===== config.mk =====
export PLATFORM = sky130hd
export DESIGN_NAME = clockCtrlTop
export DESIGN_NICKNAME = d
export VERILOG_FILES = /design/src/hdl/clockCtrlPkg.sv /design/src/hdl/chanCtrlIf.sv /design/src/hdl/csrBank.sv /design/src/hdl/clockThrottle.sv /design/src/hdl/activityMeter.sv /design/src/hdl/resetSequencer.sv /design/src/hdl/clockCtrlTop.sv
export SDC_FILE = /design/constraint.sdc
export NUM_CORES = 1
export LEC_CHECK = 0
export BUFFER_PORTS_ARGS = -buffer_cell sky130_fd_sc_hd__buf_2
export CAP_MARGIN = 10
export CORE_ASPECT_RATIO = 1.25
export CORE_MARGIN = 1
export CORE_UTILIZATION = 35
export DETAILED_ROUTE_END_ITERATION = 10
export HOLD_SLACK_MARGIN = 0.1
export SYNTH_ARGS = -nofsm -noshare
export SYNTH_HDL_FRONTEND = slang
export SYNTH_SLANG_ARGS = --single-unit

===== constraint.sdc =====
create_clock -name clockOut -period 1.7 [get_ports clockOut]
set_input_delay 0.085 -clock clockOut [delete_from_list [all_inputs] [get_ports clockOut]]
set_output_delay 0.085 -clock clockOut [all_outputs]
set_load 0.02 [all_outputs]

===== src/hdl/clockCtrlPkg.sv =====
// clock control package: shared types, register map and sequencer states
package clockCtrlPkg;

  // register bus word and word address
  typedef logic [31:0] csrWordT;
  typedef logic [3:0]  csrAddrT;

  // bit i of the map enables the cycle at map position i
  typedef logic [7:0]  throttleMapT;

  typedef logic [15:0] countT;

  // domain reset sequencer
  typedef enum logic [1:0] {
    seqHold,
    seqCount,
    seqRun
  } seqStateT;

  // word addresses, channel c sits at AddrChannelBase + c
  localparam csrAddrT AddrId          = 4'd0;
  localparam csrAddrT AddrControl     = 4'd1;
  localparam csrAddrT AddrChannelBase = 4'd2;

  // control word
  localparam int CtlSoftResetBit      = 0;
  localparam int CtlThermalWarningBit = 20;
  localparam int CtlResetBusyBit      = 31;

  // channel word
  localparam int ChForcedBit        = 0;
  localparam int ChEnableWarningBit = 1;
  localparam int ChMapLsb           = 8;
  localparam int ChCountLsb         = 16;

  // upper 24 bits of the ID word
  localparam logic [23:0] CsrIdBase = 24'hC1C0A5;

endpackage


===== src/hdl/chanCtrlIf.sv =====
// channel control interface: control fields from the register bank, activity count back
`timescale 1ns/1ps

interface chanCtrlIf;

  logic                      forced;
  logic                      enableWarning;
  clockCtrlPkg::throttleMapT throttleMap;
  clockCtrlPkg::countT       count;

  // register bank side
  modport bank (
    output forced,
    output enableWarning,
    output throttleMap,
    input  count
  );

  // throttle and meter side
  modport channel (
    input  forced,
    input  enableWarning,
    input  throttleMap,
    output count
  );

endinterface


===== src/hdl/csrBank.sv =====
// register bank: decodes the strobed register bus, holds control fields, returns read data
`timescale 1ns/1ps

module csrBank #(
  parameter int ChannelCount = 2
) (
  input  logic                  clockOut,
  input  logic                  arstN,
  input  logic                  csrWrite,
  input  logic                  csrRead,
  input  clockCtrlPkg::csrAddrT csrAddr,
  input  clockCtrlPkg::csrWordT csrWdata,
  input  logic                  thermalWarning,
  input  logic                  resetOut,
  output clockCtrlPkg::csrWordT csrRdata,
  output logic                  csrReadValid,
  output logic                  softReset,
  chanCtrlIf.bank               chan [ChannelCount-1:0]
);

  localparam clockCtrlPkg::csrWordT IdWord = {clockCtrlPkg::CsrIdBase, 8'(ChannelCount)};

  logic                      forcedReg        [ChannelCount-1:0];
  logic                      enableWarningReg [ChannelCount-1:0];
  clockCtrlPkg::throttleMapT mapReg           [ChannelCount-1:0];
  clockCtrlPkg::countT       chanCount        [ChannelCount-1:0];
  clockCtrlPkg::csrWordT     chanWord         [ChannelCount-1:0];
  clockCtrlPkg::csrWordT     controlWord;
  clockCtrlPkg::csrWordT     readWord;

  for (genvar c = 0; c < ChannelCount; c++) begin : chanWire
    assign chan[c].forced        = forcedReg[c];
    assign chan[c].enableWarning = enableWarningReg[c];
    assign chan[c].throttleMap   = mapReg[c];
    assign chanCount[c]          = chan[c].count;
  end

  // writable fields, read-only bits are simply not stored
  always_ff @(posedge clockOut or negedge arstN) begin
    if (!arstN) begin
      softReset <= 1'b0;
      for (int c = 0; c < ChannelCount; c++) begin
        forcedReg[c]        <= 1'b0;
        enableWarningReg[c] <= 1'b0;
        mapReg[c]           <= '0;
      end
    end else if (csrWrite) begin
      if (csrAddr == clockCtrlPkg::AddrControl) begin
        softReset <= csrWdata[clockCtrlPkg::CtlSoftResetBit];
      end
      for (int c = 0; c < ChannelCount; c++) begin
        if (csrAddr == clockCtrlPkg::csrAddrT'(clockCtrlPkg::AddrChannelBase + c)) begin
          forcedReg[c]        <= csrWdata[clockCtrlPkg::ChForcedBit];
          enableWarningReg[c] <= csrWdata[clockCtrlPkg::ChEnableWarningBit];
          mapReg[c]           <= csrWdata[clockCtrlPkg::ChMapLsb +: 8];
        end
      end
    end
  end

  // assemble status and channel words
  always_comb begin
    controlWord = '0;
    controlWord[clockCtrlPkg::CtlSoftResetBit]      = softReset;
    controlWord[clockCtrlPkg::CtlThermalWarningBit] = thermalWarning;
    controlWord[clockCtrlPkg::CtlResetBusyBit]      = resetOut;
    for (int c = 0; c < ChannelCount; c++) begin
      chanWord[c] = '0;
      chanWord[c][clockCtrlPkg::ChForcedBit]        = forcedReg[c];
      chanWord[c][clockCtrlPkg::ChEnableWarningBit] = enableWarningReg[c];
      chanWord[c][clockCtrlPkg::ChMapLsb +: 8]      = mapReg[c];
      chanWord[c][clockCtrlPkg::ChCountLsb +: 16]   = chanCount[c];
    end
  end

  // read mux, unmapped addresses give zero
  always_comb begin
    readWord = '0;
    if (csrAddr == clockCtrlPkg::AddrId) begin
      readWord = IdWord;
    end else if (csrAddr == clockCtrlPkg::AddrControl) begin
      readWord = controlWord;
    end
    for (int c = 0; c < ChannelCount; c++) begin
      if (csrAddr == clockCtrlPkg::csrAddrT'(clockCtrlPkg::AddrChannelBase + c)) begin
        readWord = chanWord[c];
      end
    end
  end

  // one-cycle read response, data is zero outside it
  always_ff @(posedge clockOut or negedge arstN) begin
    if (!arstN) begin
      csrRdata     <= '0;
      csrReadValid <= 1'b0;
    end else begin
      csrRdata     <= csrRead ? readWord : '0;
      csrReadValid <= csrRead;
    end
  end

endmodule


===== src/hdl/clockThrottle.sv =====
// clock throttle: per-channel clock enable that walks the throttle map when throttling
`timescale 1ns/1ps

module clockThrottle (
  input  logic       clockOut,
  input  logic       arstN,
  input  logic       resetOut,
  input  logic       thermalWarning,
  chanCtrlIf.channel chan,
  output logic       clockEnable
);

  logic [2:0] mapPtr;
  logic       throttling;

  // pointer restarts at position 0 on the first cycle out of reset
  always_ff @(posedge clockOut or negedge arstN) begin
    if (!arstN) begin
      mapPtr <= '0;
    end else if (resetOut) begin
      mapPtr <= '0;
    end else begin
      mapPtr <= mapPtr + 3'd1;
    end
  end

  assign throttling = chan.forced || (thermalWarning && chan.enableWarning);

  // same-cycle response to control changes
  always_comb begin
    if (resetOut) begin
      clockEnable = 1'b0;
    end else if (throttling) begin
      clockEnable = chan.throttleMap[mapPtr];
    end else begin
      clockEnable = 1'b1;
    end
  end

endmodule


===== src/hdl/activityMeter.sv =====
// activity meter: prescaled count of enabled cycles for one channel
`timescale 1ns/1ps

module activityMeter #(
  parameter int PrescaleW = 3
) (
  input  logic       clockOut,
  input  logic       arstN,
  input  logic       resetOut,
  input  logic       clockEnable,
  chanCtrlIf.channel chan
);

  logic [PrescaleW-1:0] prescale;
  clockCtrlPkg::countT  count;

  always_ff @(posedge clockOut or negedge arstN) begin
    if (!arstN) begin
      prescale <= '0;
      count    <= '0;
    end else if (resetOut) begin
      prescale <= '0;
      count    <= '0;
    end else if (clockEnable) begin
      prescale <= prescale + 1'b1;
      // one count per full prescaler turn, wraps at 16 bits
      if (&prescale) begin
        count <= count + 16'd1;
      end
    end
  end

  assign chan.count = count;

endmodule


===== src/hdl/resetSequencer.sv =====
// reset sequencer: holds the domain reset for a fixed number of cycles after release
`timescale 1ns/1ps

module resetSequencer #(
  parameter int ResetCycles = 16
) (
  input  logic clockOut,
  input  logic arstN,
  input  logic softReset,
  output logic resetOut
);

  localparam int CountW = $clog2(ResetCycles + 1);

  clockCtrlPkg::seqStateT state;
  logic [CountW-1:0]      holdCount;

  always_ff @(posedge clockOut or negedge arstN) begin
    if (!arstN) begin
      state     <= clockCtrlPkg::seqHold;
      holdCount <= '0;
    end else begin
      case (state)
        clockCtrlPkg::seqHold: begin
          // first edge after release counts as edge one
          if (!softReset) begin
            state     <= clockCtrlPkg::seqCount;
            holdCount <= CountW'(1);
          end
        end
        clockCtrlPkg::seqCount: begin
          if (softReset) begin
            state <= clockCtrlPkg::seqHold;
          end else if (holdCount == CountW'(ResetCycles - 1)) begin
            state <= clockCtrlPkg::seqRun;
          end else begin
            holdCount <= holdCount + 1'b1;
          end
        end
        clockCtrlPkg::seqRun: begin
          if (softReset) begin
            state <= clockCtrlPkg::seqHold;
          end
        end
        default: state <= clockCtrlPkg::seqHold;
      endcase
    end
  end

  // busy in hold and count
  assign resetOut = (state != clockCtrlPkg::seqRun);

endmodule


===== src/hdl/clockCtrlTop.sv =====
// clock control top: register bank, domain reset and per-channel throttled clock enables
`timescale 1ns/1ps

module clockCtrlTop #(
  parameter int ChannelCount = 2,
  parameter int PrescaleW    = 3,
  parameter int ResetCycles  = 16
) (
  input  logic                    clockOut,
  input  logic                    arstN,
  input  logic                    thermalWarning,
  input  logic                    csrWrite,
  input  logic                    csrRead,
  input  clockCtrlPkg::csrAddrT   csrAddr,
  input  clockCtrlPkg::csrWordT   csrWdata,
  output clockCtrlPkg::csrWordT   csrRdata,
  output logic                    csrReadValid,
  output logic                    resetOut,
  output logic [ChannelCount-1:0] clockEnable
);

  logic softReset;

  chanCtrlIf chanIf [ChannelCount-1:0] ();

  csrBank #(
    .ChannelCount(ChannelCount)
  ) bank0 (
    .clockOut       (clockOut),
    .arstN          (arstN),
    .csrWrite       (csrWrite),
    .csrRead        (csrRead),
    .csrAddr        (csrAddr),
    .csrWdata       (csrWdata),
    .thermalWarning (thermalWarning),
    .resetOut       (resetOut),
    .csrRdata       (csrRdata),
    .csrReadValid   (csrReadValid),
    .softReset      (softReset),
    .chan           (chanIf)
  );

  resetSequencer #(
    .ResetCycles(ResetCycles)
  ) seq0 (
    .clockOut  (clockOut),
    .arstN     (arstN),
    .softReset (softReset),
    .resetOut  (resetOut)
  );

  // one throttle and one meter per channel
  for (genvar c = 0; c < ChannelCount; c++) begin : chanGen
    clockThrottle throttle0 (
      .clockOut       (clockOut),
      .arstN          (arstN),
      .resetOut       (resetOut),
      .thermalWarning (thermalWarning),
      .chan           (chanIf[c]),
      .clockEnable    (clockEnable[c])
    );

    activityMeter #(
      .PrescaleW(PrescaleW)
    ) meter0 (
      .clockOut    (clockOut),
      .arstN       (arstN),
      .resetOut    (resetOut),
      .clockEnable (clockEnable[c]),
      .chan        (chanIf[c])
    );
  end

endmodule


==> impl_metrics.py, run 1 <==
metrics = {
    "status": {
        "status": "finished with violations",
        "failed_checks": "setup timing",
    },
    "worst_setup_path": {
        "crit_chain": "mux2i_1 -> nand3_1 -> a41oi_4 -> buf_12 -> buf_8 -> nor2_4 -> buf_6",
        "start_kind": "flip-flop",
        "end_kind": "output port",
        "path_class": "reg2out",
        "crit_required_ps": 1620,
        "max_stage_delay_ps": 450,
        "cp_slowest_cell": "dfrtp_2",
        "crit_path_max_fanout": 5,
        "arrival_ps": 1890,
    },
    "pwr": {
        "intPower_mw": 4.53,
        "netSwitchingPower_mw": 1.71,
        "ir_drop_mv": 0.556,
        "p_leak_nw": 2.85,
        "finalPower_mw": 6.25,
        "p_clk_frac": 0.355,
        "sequentialPowerShare": 0.433,
        "powerDensity_nw_per_um2": 951,
        "p_comb_frac": 0.211,
        "swShare": 0.274,
    },
    "die": {
        "initial_utilization": 0.358,
        "chipWidth_um": 106,
        "die_area_sq_um": 14000,
        "coreArea_sq_um": 13200,
        "fp.dieH_um": 132,
        "rows": 47,
        "num_io_pins": 77,
    },
    "job": {
        "maxCapViolCount": 0,
    },
    "placed_design": {
        "hpwl_um": 8750,
        "placed_area_sq_um": 5520,
        "preCtsSetupSlack_ps": -261,
        "io_buffers": 48,
        "dpl.cell_count": 709,
        "gp_congestion": 0.812,
    },
    "timing": {
        "min_period_ps": 1970,
        "relSlewSlack": 0.595,
        "finalHoldViolCount": 0,
        "tightest_slew_ps": 608,
        "worst_slack_ps": -270,
        "finalSetupViolCount": 36,
        "finalClockSkew_ps": 4.82,
        "fmax_mhz": 508,
        "rsz0062_at_grt": "yes",
        "post-route-period-util": 1.16,
        "fin_setup_tns_ps": -5260,
        "drv_slew": 0,
        "whs_ps": 123,
    },
    "cells_and_area": {
        "instances_no_fill": 764,
        "area_delta_synth_final_pct": 38.5,
        "fin_util": 0.496,
        "design_area_sq_um": 6570,
        "n_antenna_cell": 0,
        "final_nets": 639,
        "fillCellCount": 1180,
        "drive_gt1_frac": 0.390,
    },
    "synth": {
        "synth_top_area_cell": "dfrtp_1",
        "ys_warn_count": 0,
        "netlist_top_cells_area": "dfrtp_1, mux2_2, a21oi_1",
        "synth.avg_cell_area_sq_um": 10.4,
        "synth_edf_count": 0,
        "syn_area_sq_um": 4740,
        "synthFlopType": "dfrtp_1",
        "synth.distinct_cells": 46,
        "yosysMostFrequentCell": "dfrtp_1",
        "syn_inst": 457,
        "synth_common_cells": "dfrtp_1, nor2_1, a21oi_1",
        "async_flop_share": 1.00,
        "ys_seq_area_frac": 0.522,
        "netlist.area_leader.share": 0.522,
        "ys_ff_latch": 99,
    },
    "worst_hold_path": {
        "hold_class": "in2reg",
    },
    "clock_network": {
        "cts_max_path_buffers": 2,
        "clkSlewWorstSetupHoldPaths_ps": 70,
        "numClockSinks": 99,
        "insertion_delay_ps": 350,
        "cts_buffers": 9,
        "cts_root_buffer": "clkbuf_16",
        "htree_levels": 3,
        "cts_tree": "yes",
    },
    "grt": {
        "first_global_vias": 4130,
        "grt-ovfl-total": 0,
        "antenna_found_initial": 0,
        "grt_max_degree": 45,
        "grt_pass1_wl_um": 21000,
        "track_usage": 0.194,
    },
    "drt": {
        "dr.pass1.iters": 4,
        "drtIter0Drc": 211,
        "routed_wl_um": 12900,
        "num_vias": 4100,
        "vias_per_cell": 5.37,
        "drc": 0,
        "drtAntennaViolNets": 0,
        "wl_per_cell_um": 16.9,
    },
}
[placed cells by master, fill, tap and decap left out, types with 8 or more instances in the layout]
master,synthesis,final
dfrtp_1,99,96
buf_4,10,65
buf_2,4,45
nor2_1,42,39
nand2_1,34,33
mux2_2,22,22
a21oi_1,37,21
o21ai_0,18,17
a21oi_2,0,16
dlygate4sd3_1,0,14
nand3_1,15,13
mux2i_1,12,11
or3_1,15,11
buf_6,2,11
and3_1,10,9
inv_1,10,9
nand4_1,9,9
o31ai_2,0,9
clkbuf_16,0,9
o22ai_1,8,8
or4_1,15,8
[power by group through the flow]
| stage | logic, mW | clock network [mW] | registers, mW |
|---|---|---|---|
| global placement | 0.859 | 0 | 2.73 |
| floorplan | 0.558 | 0 | 2.70 |
| finish | 1.32 | 2.22 | 2.71 |
| CTS | 1.22 | 2.26 | 2.70 |
| global route | 1.43 | 2.37 | 2.73 |
| detailed placement | 0.901 | 0 | 2.74 |
[repair_timing]
item | CTS | global route
buffers inserted | 15 | 7
hold endpoints to repair | 65 | 0
pin swaps | 41 | 32
endpoints found under the setup margin | 39 | 42
hold buffers | 14 | 0
resized for setup | 30 | 56
gates cloned | 4 | 0
[logic make-up (layout without fill, tap and decap cells)]
| group | after synthesis | after routing | synth area share |
|---|---|---|---|
| adders and majority gates | 10 | 10 | 0.0264 |
| xor gates and xnor gates | 4 | 4 | 0.00739 |
| and+or+nand+nor | 165 | 165 | 0.180 |
| other | 1 | 6 | 0.000791 |
| buffers and inverters | 41 | 170 | 0.0470 |
| DFF | 99 | 99 | 0.522 |
| AOI/OAI and AO/OA | 103 | 105 | 0.138 |
| muxes | 34 | 34 | 0.0776 |
[per-layer routing]
| layer | part of all wire | up-vias | global-route usage |
|---|---|---|---|
| met3 | 0.038 | 31 | 0.0400 |
| met1 | 0.42 | 2020 | 0.240 |
| li1 | - | 1927 | - |
| met5 | 0 | - | 0 |
| met2 | 0.51 | 122 | 0.329 |
| met4 | 0.032 | 0 | 0.0741 |
[state kept, by name, indices dropped and copies added, names as in the netlist]
| signal | flops |
|---|---|
| bank0.csrRdata | 26 |
| bank0.chan.enableWarning | 2 |
| bank0.softReset | 1 |
| seq0.holdCount | 5 |
| bank0.chan.forced | 2 |
| bank0.csrReadValid | 1 |
| chanGen.throttle0.mapPtr | 6 |
| seq0.state | 2 |
| chanGen.meter0.prescale | 6 |
| bank0.chan.throttleMap | 16 |
| chanGen.meter0.chan.count | 32 |
[final timing paths]
check | startpoint | end | slack, ps | depth (start not counted)
max in group asynchronous | arstN | bank0.csrRdata[9] | 830 | 3
min | csrWrite | bank0.softReset | 120 | 3
max | chanGen[1].throttle0.mapPtr[1] | clockEnable[1] | -270 | 7
min reg2reg | bank0.softReset | seq0.state[1] | 500 | 1
max reg2reg | chanGen[1].throttle0.mapPtr[1] | chanGen[1].meter0.chan.count[13] | -250 | 8
min in group asynchronous | arstN | chanGen[1].meter0.chan.count[8] | 290 | 2
[worst max-delay path: cells and delay by family, from the launching register on]
kind | cells | cell delay, ps
AOI/OAI and AO/OA | 1 | 280
buffers and inverters | 3 | 360
DFF | 1 | 450
muxes | 1 | 240
and+or+nand+nor | 2 | 210
[area by class of cell]
class	count	area [sq um]	area share
Clock buffer	9	225	0.0343
Clock inverter	7	98.8	0.0150
Inverter	11	43.8	0.00667
Multi-Input combinational cell	324	2370	0.361
Sequential cell	99	2480	0.378
Tap cell	171	214	0.0326
Timing Repair Buffer	143	1140	0.173
Note: power is estimated with default switching activity, not from simulation.
==> run 2: changes to the inputs <==
--- a/config.mk
+++ b/config.mk
@@ -5,6 +5,7 @@
 export SDC_FILE = /design/constraint.sdc
 export NUM_CORES = 1
 export LEC_CHECK = 0
+export ABC_AREA = 1
 export BUFFER_PORTS_ARGS = -buffer_cell sky130_fd_sc_hd__buf_2
 export CAP_MARGIN = 10
 export CORE_ASPECT_RATIO = 1.25
==> impl_metrics.py, run 2 <==
metrics = {
    "drt": {
        "routed_wl_um": 14200,
        "dr.pass1.iters": 8,
        "num_vias": 4775,
        "drtAntennaViolNets": 0,
        "wl_per_cell_um": 15.3,
        "drtIter0Drc": 410,
        "vias_per_cell": 5.16,
        "drc": 13,
    },
    "synth": {
        "netlist_top_cells_area": "dfrtp_1, nand2_1, nand3_1",
        "netlist.area_leader.share": 0.477,
        "ys_warn_count": 0,
        "synth.distinct_cells": 37,
        "ys_ff_latch": 99,
        "synth_top_area_cell": "dfrtp_1",
        "synthFlopType": "dfrtp_1",
        "syn_inst": 662,
        "async_flop_share": 1.00,
        "synth_edf_count": 0,
        "yosysMostFrequentCell": "nand2_1",
        "synth_common_cells": "nand2_1, dfrtp_1, nand3_1",
        "synth.avg_cell_area_sq_um": 7.85,
        "syn_area_sq_um": 5190,
        "ys_seq_area_frac": 0.477,
    },
    "worst_setup_path": {
        "cp_slowest_cell": "dfrtp_2",
        "end_kind": "flip-flop",
        "crit_buf_inv": 2,
        "crit_required_ps": 1940,
        "crit_family": "simple AND/OR/NAND/NOR gates",
        "arrival_ps": 1870,
        "crit_chain": "nor2_4 -> clkinvlp_4 -> buf_4 -> or2_2 -> nand3_1 -> nand2_1",
        "path_class": "reg2reg",
        "crit_path_max_fanout": 9,
        "max_stage_delay_ps": 460,
        "start_kind": "flip-flop",
    },
    "clock_network": {
        "clkSlewWorstSetupHoldPaths_ps": 70,
        "numClockSinks": 99,
        "cts_max_path_buffers": 2,
        "cts_buffers": 9,
        "insertion_delay_ps": 360,
        "htree_levels": 3,
        "cts_root_buffer": "clkbuf_16",
        "cts_tree": "yes",
    },
    "timing": {
        "rsz0062_at_grt": "yes",
        "finalHoldViolCount": 0,
        "drv_slew": 0,
        "fmax_mhz": 612,
        "min_period_ps": 1630,
        "post-route-period-util": 0.961,
        "finalClockSkew_ps": 7.61,
        "worst_slack_ps": 67.0,
        "fin_setup_tns_ps": 0,
        "finalSetupViolCount": 0,
    },
    "status": {
        "failed_checks": "DRC",
        "status": "finished with violations",
    },
    "grt": {
        "top_usage_layer": "met2",
        "grt_max_degree": 40,
        "grt_use_met1": 0.244,
        "first_global_vias": 4619,
        "met2_usage": 0.318,
        "antenna_found_initial": 0,
        "track_usage": 0.191,
        "grt-ovfl-total": 0,
        "grt_pass1_wl_um": 23000,
        "grt_use_met3": 0.0289,
    },
    "cells_and_area": {
        "largest_register": "chanGen.meter0.chan.count",
        "mostFrequentLayoutCells": "nand2_1, dfrtp_1, nand3_1",
        "final_nets": 793,
        "fin_util": 0.439,
        "instances_no_fill": 925,
        "area_delta_synth_final_pct": 22.2,
        "drive_gt1_frac": 0.179,
        "n_antenna_cell": 0,
        "layout_commonest_cell": "nand2_1",
        "largest_reg_flops": 32,
    },
    "die": {
        "die_area_sq_um": 15300,
        "fp.dieH_um": 138,
        "rows": 49,
        "coreArea_sq_um": 14500,
        "chipWidth_um": 111,
        "initial_utilization": 0.359,
        "num_io_pins": 77,
    },
    "placed_design": {
        "dpl.cell_count": 882,
        "preCtsSetupSlack_ps": -57.5,
        "hpwl_um": 9830,
        "io_buffers": 48,
        "gp_congestion": 0.880,
    },
    "job": {
        "maxCapViolCount": 0,
    },
    "pwr": {
        "ir_drop_mv": 0.419,
        "p_leak_nw": 3.12,
        "powerDensity_nw_per_um2": 890,
    },
    "worst_hold_path": {
        "hold_class": "in2reg",
    },
}
==> run 2: kinds of logic after synthesis <==
group | count (synthesis) | share of synthesized area
AOI/OAI and AO/OA | 71 | 0.0737
xor gates and xnor gates | 16 | 0.0270
adders and majority gates | 10 | 0.0241
buffers and inverters | 95 | 0.0814
DFF | 99 | 0.477
other | 1 | 0.000722
and+or+nand+nor | 370 | 0.316
==> run 2: worst reg2reg max path, delay by kind of cell, from the launching register on <==
kind          cells  cell delay, ps
buf+inv           2             290
flops             1             460
simple gates      4             780
==> run 2: cell type report <==
| type | count | area, sq um |
|---|---|---|
| multi-input cells | 473 | 2370 |
| inverters | 63 | 240 |
| clock inverters | 4 | 47.5 |
| well taps | 178 | 223 |
| flip-flops and latches | 99 | 2480 |
| clock buffers | 12 | 267 |
| repair buffers | 96 | 716 |
| fillers | 1454 | 8120 |
==> run 2: repair_timing <==
action	4_1_cts	5_1_grt
endpoints found under the setup margin	4	26
endpoints found under the hold margin	97	0
hold buffers	15	0
cloned	1	0
resized for setup	9	17
buffers inserted	6	5
pin swaps	3	8
==> run 2: worst paths after layout <==
check,startpoint,end,slack [ps],cells after the start
min in group asynchronous,arstN,bank0.csrRdata[9],230,2
setup reg to reg,seq0.state[0],chanGen[1].meter0.chan.count[15],70,6
max in group asynchronous,arstN,chanGen[0].meter0.chan.count[2],850,3
hold reg to reg,chanGen[1].meter0.prescale[2],chanGen[1].meter0.prescale[2],500,2
setup / recovery,seq0.state[0],chanGen[1].meter0.chan.count[15],70,6
hold / removal,csrAddr[1],bank0.csrRdata[20],100,4
==> run 2: report_power, final <==
part / switching (mW) / internal, mW / total, mW
Sequential: 0.153 / 2.53 / 2.68
Combinational: 0.489 / 0.329 / 0.818
Clock: 0.893 / 1.26 / 2.15
Total: 1.53 / 4.11 / 5.65
==> run 2: per-layer routing <==
| layer | share of wire | routed length [um] |
|---|---|---|
| met1 | 0.45 | 6370 |
| met2 | 0.47 | 6730 |
| met3 | 0.046 | 654 |
| met4 | 0.030 | 419 |
| met5 | 0 | 0 |
==> run 2: through the flow <==
stage	power, mW	instance area [sq um]	hold slack, ps
after floorplan	3.11	5210	-211
after global placement	3.34	5690	68.9
after detailed placement	3.37	5690	73.6
after CTS	5.60	6260	102
after global routing	5.87	6350	145
final	5.65	6350	103
==> run 3: changes to the inputs <==
--- a/config.mk
+++ b/config.mk
@@ -10,9 +10,10 @@
 export CAP_MARGIN = 10
 export CORE_ASPECT_RATIO = 1.25
 export CORE_MARGIN = 1
-export CORE_UTILIZATION = 35
+export CORE_UTILIZATION = 52
 export DETAILED_ROUTE_END_ITERATION = 10
 export HOLD_SLACK_MARGIN = 0.1
+export PLACE_DENSITY = 0.77
 export SYNTH_ARGS = -nofsm -noshare
 export SYNTH_HDL_FRONTEND = slang
 export SYNTH_SLANG_ARGS = --single-unit
==> impl_metrics.py, run 3 (synthesized netlist as in run 2, its figures left out) <==
metrics = {
    "status": {
        "status": "finished clean",
    },
    "pwr": {
        "ir_drop_mv": 0.502,
        "finalPower_mw": 5.73,
        "powerDensity_nw_per_um2": 918,
        "p_leak_nw": 3.11,
    },
    "placed_design": {
        "hpwl_um": 8940,
        "io_buffers": 48,
        "gp_congestion": 0.872,
        "preCtsSetupSlack_ps": 57.3,
    },
    "die": {
        "fp.dieH_um": 114,
        "die_area_sq_um": 10400,
        "coreArea_sq_um": 9660,
        "chipWidth_um": 91.4,
        "rows": 40,
        "num_io_pins": 77,
        "initial_utilization": 0.538,
    },
    "clock_network": {
        "cts_tree": "yes",
        "clkSlewWorstSetupHoldPaths_ps": 60,
        "htree_levels": 3,
        "cts_buffers": 9,
        "numClockSinks": 99,
        "cts_root_buffer": "clkbuf_16",
        "cts_max_path_buffers": 2,
        "insertion_delay_ps": 350,
    },
    "cells_and_area": {
        "layout_commonest_cell": "nand2_1",
        "largest_reg_flops": 32,
        "n_antenna_cell": 0,
        "fin_util": 0.646,
        "area_delta_synth_final_pct": 20.2,
        "mostFrequentLayoutCells": "nand2_1, dfrtp_1, nand3_1",
        "final_nets": 785,
        "largest_register": "chanGen.meter0.chan.count",
        "drive_gt1_frac": 0.171,
        "fillCellCount": 776,
    },
    "timing": {
        "min_period_ps": 1660,
        "tightest_slew_ps": 615,
        "drv_slew": 0,
        "relSlewSlack": 0.589,
        "finalHoldViolCount": 0,
        "post-route-period-util": 0.979,
        "fmax_mhz": 601,
        "rsz0062_at_grt": "yes",
        "finalSetupViolCount": 0,
        "worst_slack_ps": 35.5,
        "finalClockSkew_ps": 8.82,
    },
    "drt": {
        "wl_per_cell_um": 15.3,
        "dr.pass1.iters": 5,
        "drtIter0Drc": 279,
        "drc": 0,
        "vias_per_cell": 5.51,
        "num_vias": 4764,
        "routed_wl_um": 13200,
        "drtAntennaViolNets": 0,
    },
    "grt": {
        "first_global_vias": 4549,
        "grt-ovfl-total": 0,
        "antenna_found_initial": 0,
        "grt_pass1_wl_um": 21600,
        "grt_max_degree": 39,
        "track_usage": 0.265,
    },
    "job": {
        "maxCapViolCount": 0,
    },
    "worst_setup_path": {
        "arrival_ps": 1580,
        "start_kind": "flip-flop",
        "end_kind": "output port",
        "crit_path_max_fanout": 17,
        "path_class": "reg2out",
        "crit_required_ps": 1620,
    },
    "worst_hold_path": {
        "hold_class": "in2reg",
    },
}
==> run 3: worst paths after layout <==
kind	cells after the start	startpoint	end	slack (ps)
worst max-delay path	5	seq0.state[1]	resetOut	40
worst min-delay path	4	csrAddr[1]	bank0.softReset	140
worst max register to register	10	seq0.holdCount[0]	seq0.holdCount[2]	70
worst min register to register	2	bank0.chan[0].forced	bank0.chan[0].forced	490
max in group asynchronous	3	arstN	chanGen[1].meter0.chan.count[13]	930
min in group asynchronous	2	arstN	bank0.csrRdata[9]	230
==> run 3: critical path, stage by stage, from the launching register on <==
cell and delay (ps):
dfrtp_1 400, inv_1 150, nor2_4 70, inv_1 210, buf_6 220, buf_2 190
==> run 3: final cells by class <==
cell class                 count  area (sq um)  share of cell area
clock inverter                 5          83.8              0.0134
inverter                      63           236              0.0379
multi-input combinational    473          2390               0.384
tap                          126           158              0.0253
clock buffer                  11           253              0.0405
timing repair buffer          88           638               0.102
sequential                    99          2480               0.397
==> run 3: stage by stage <==
step / cells / cell area [sq um] / setup TNS [ps] / hold slack, ps
2_1_floorplan: 667 / 5210 / 0 / -211
3_3_place_gp: 826 / 5590 / 0 / 52.0
3_5_place_dp: 826 / 5590 / 0 / 56.5
4_1_cts: 861 / 6120 / 0 / 129
5_1_grt: 865 / 6240 / -198 / 163
6_report: 865 / 6240 / 0 / 142
==> run 3: timing repair <==
item,CTS,global route
setup endpoints to repair,2,34
setup buffers,4,4
pin swaps,2,6
endpoints found under the hold margin,124,0
gates resized for setup,4,26
hold buffers,15,0
==> run 3: metal layers <==
layer  wire [um]  vias to the layer above  GRT usage
li1            -                     2284          -
met1        5230                     2236      0.327
met2        6720                      206      0.449
met3         788                       38     0.0327
met4         466                        0      0.151
met5           0                        -          0
==> run 3: where the power goes <==
group | switching, mW | internal [mW]
clock network | 0.887 | 1.38
logic | 0.483 | 0.302
registers | 0.160 | 2.53
total | 1.53 | 4.20
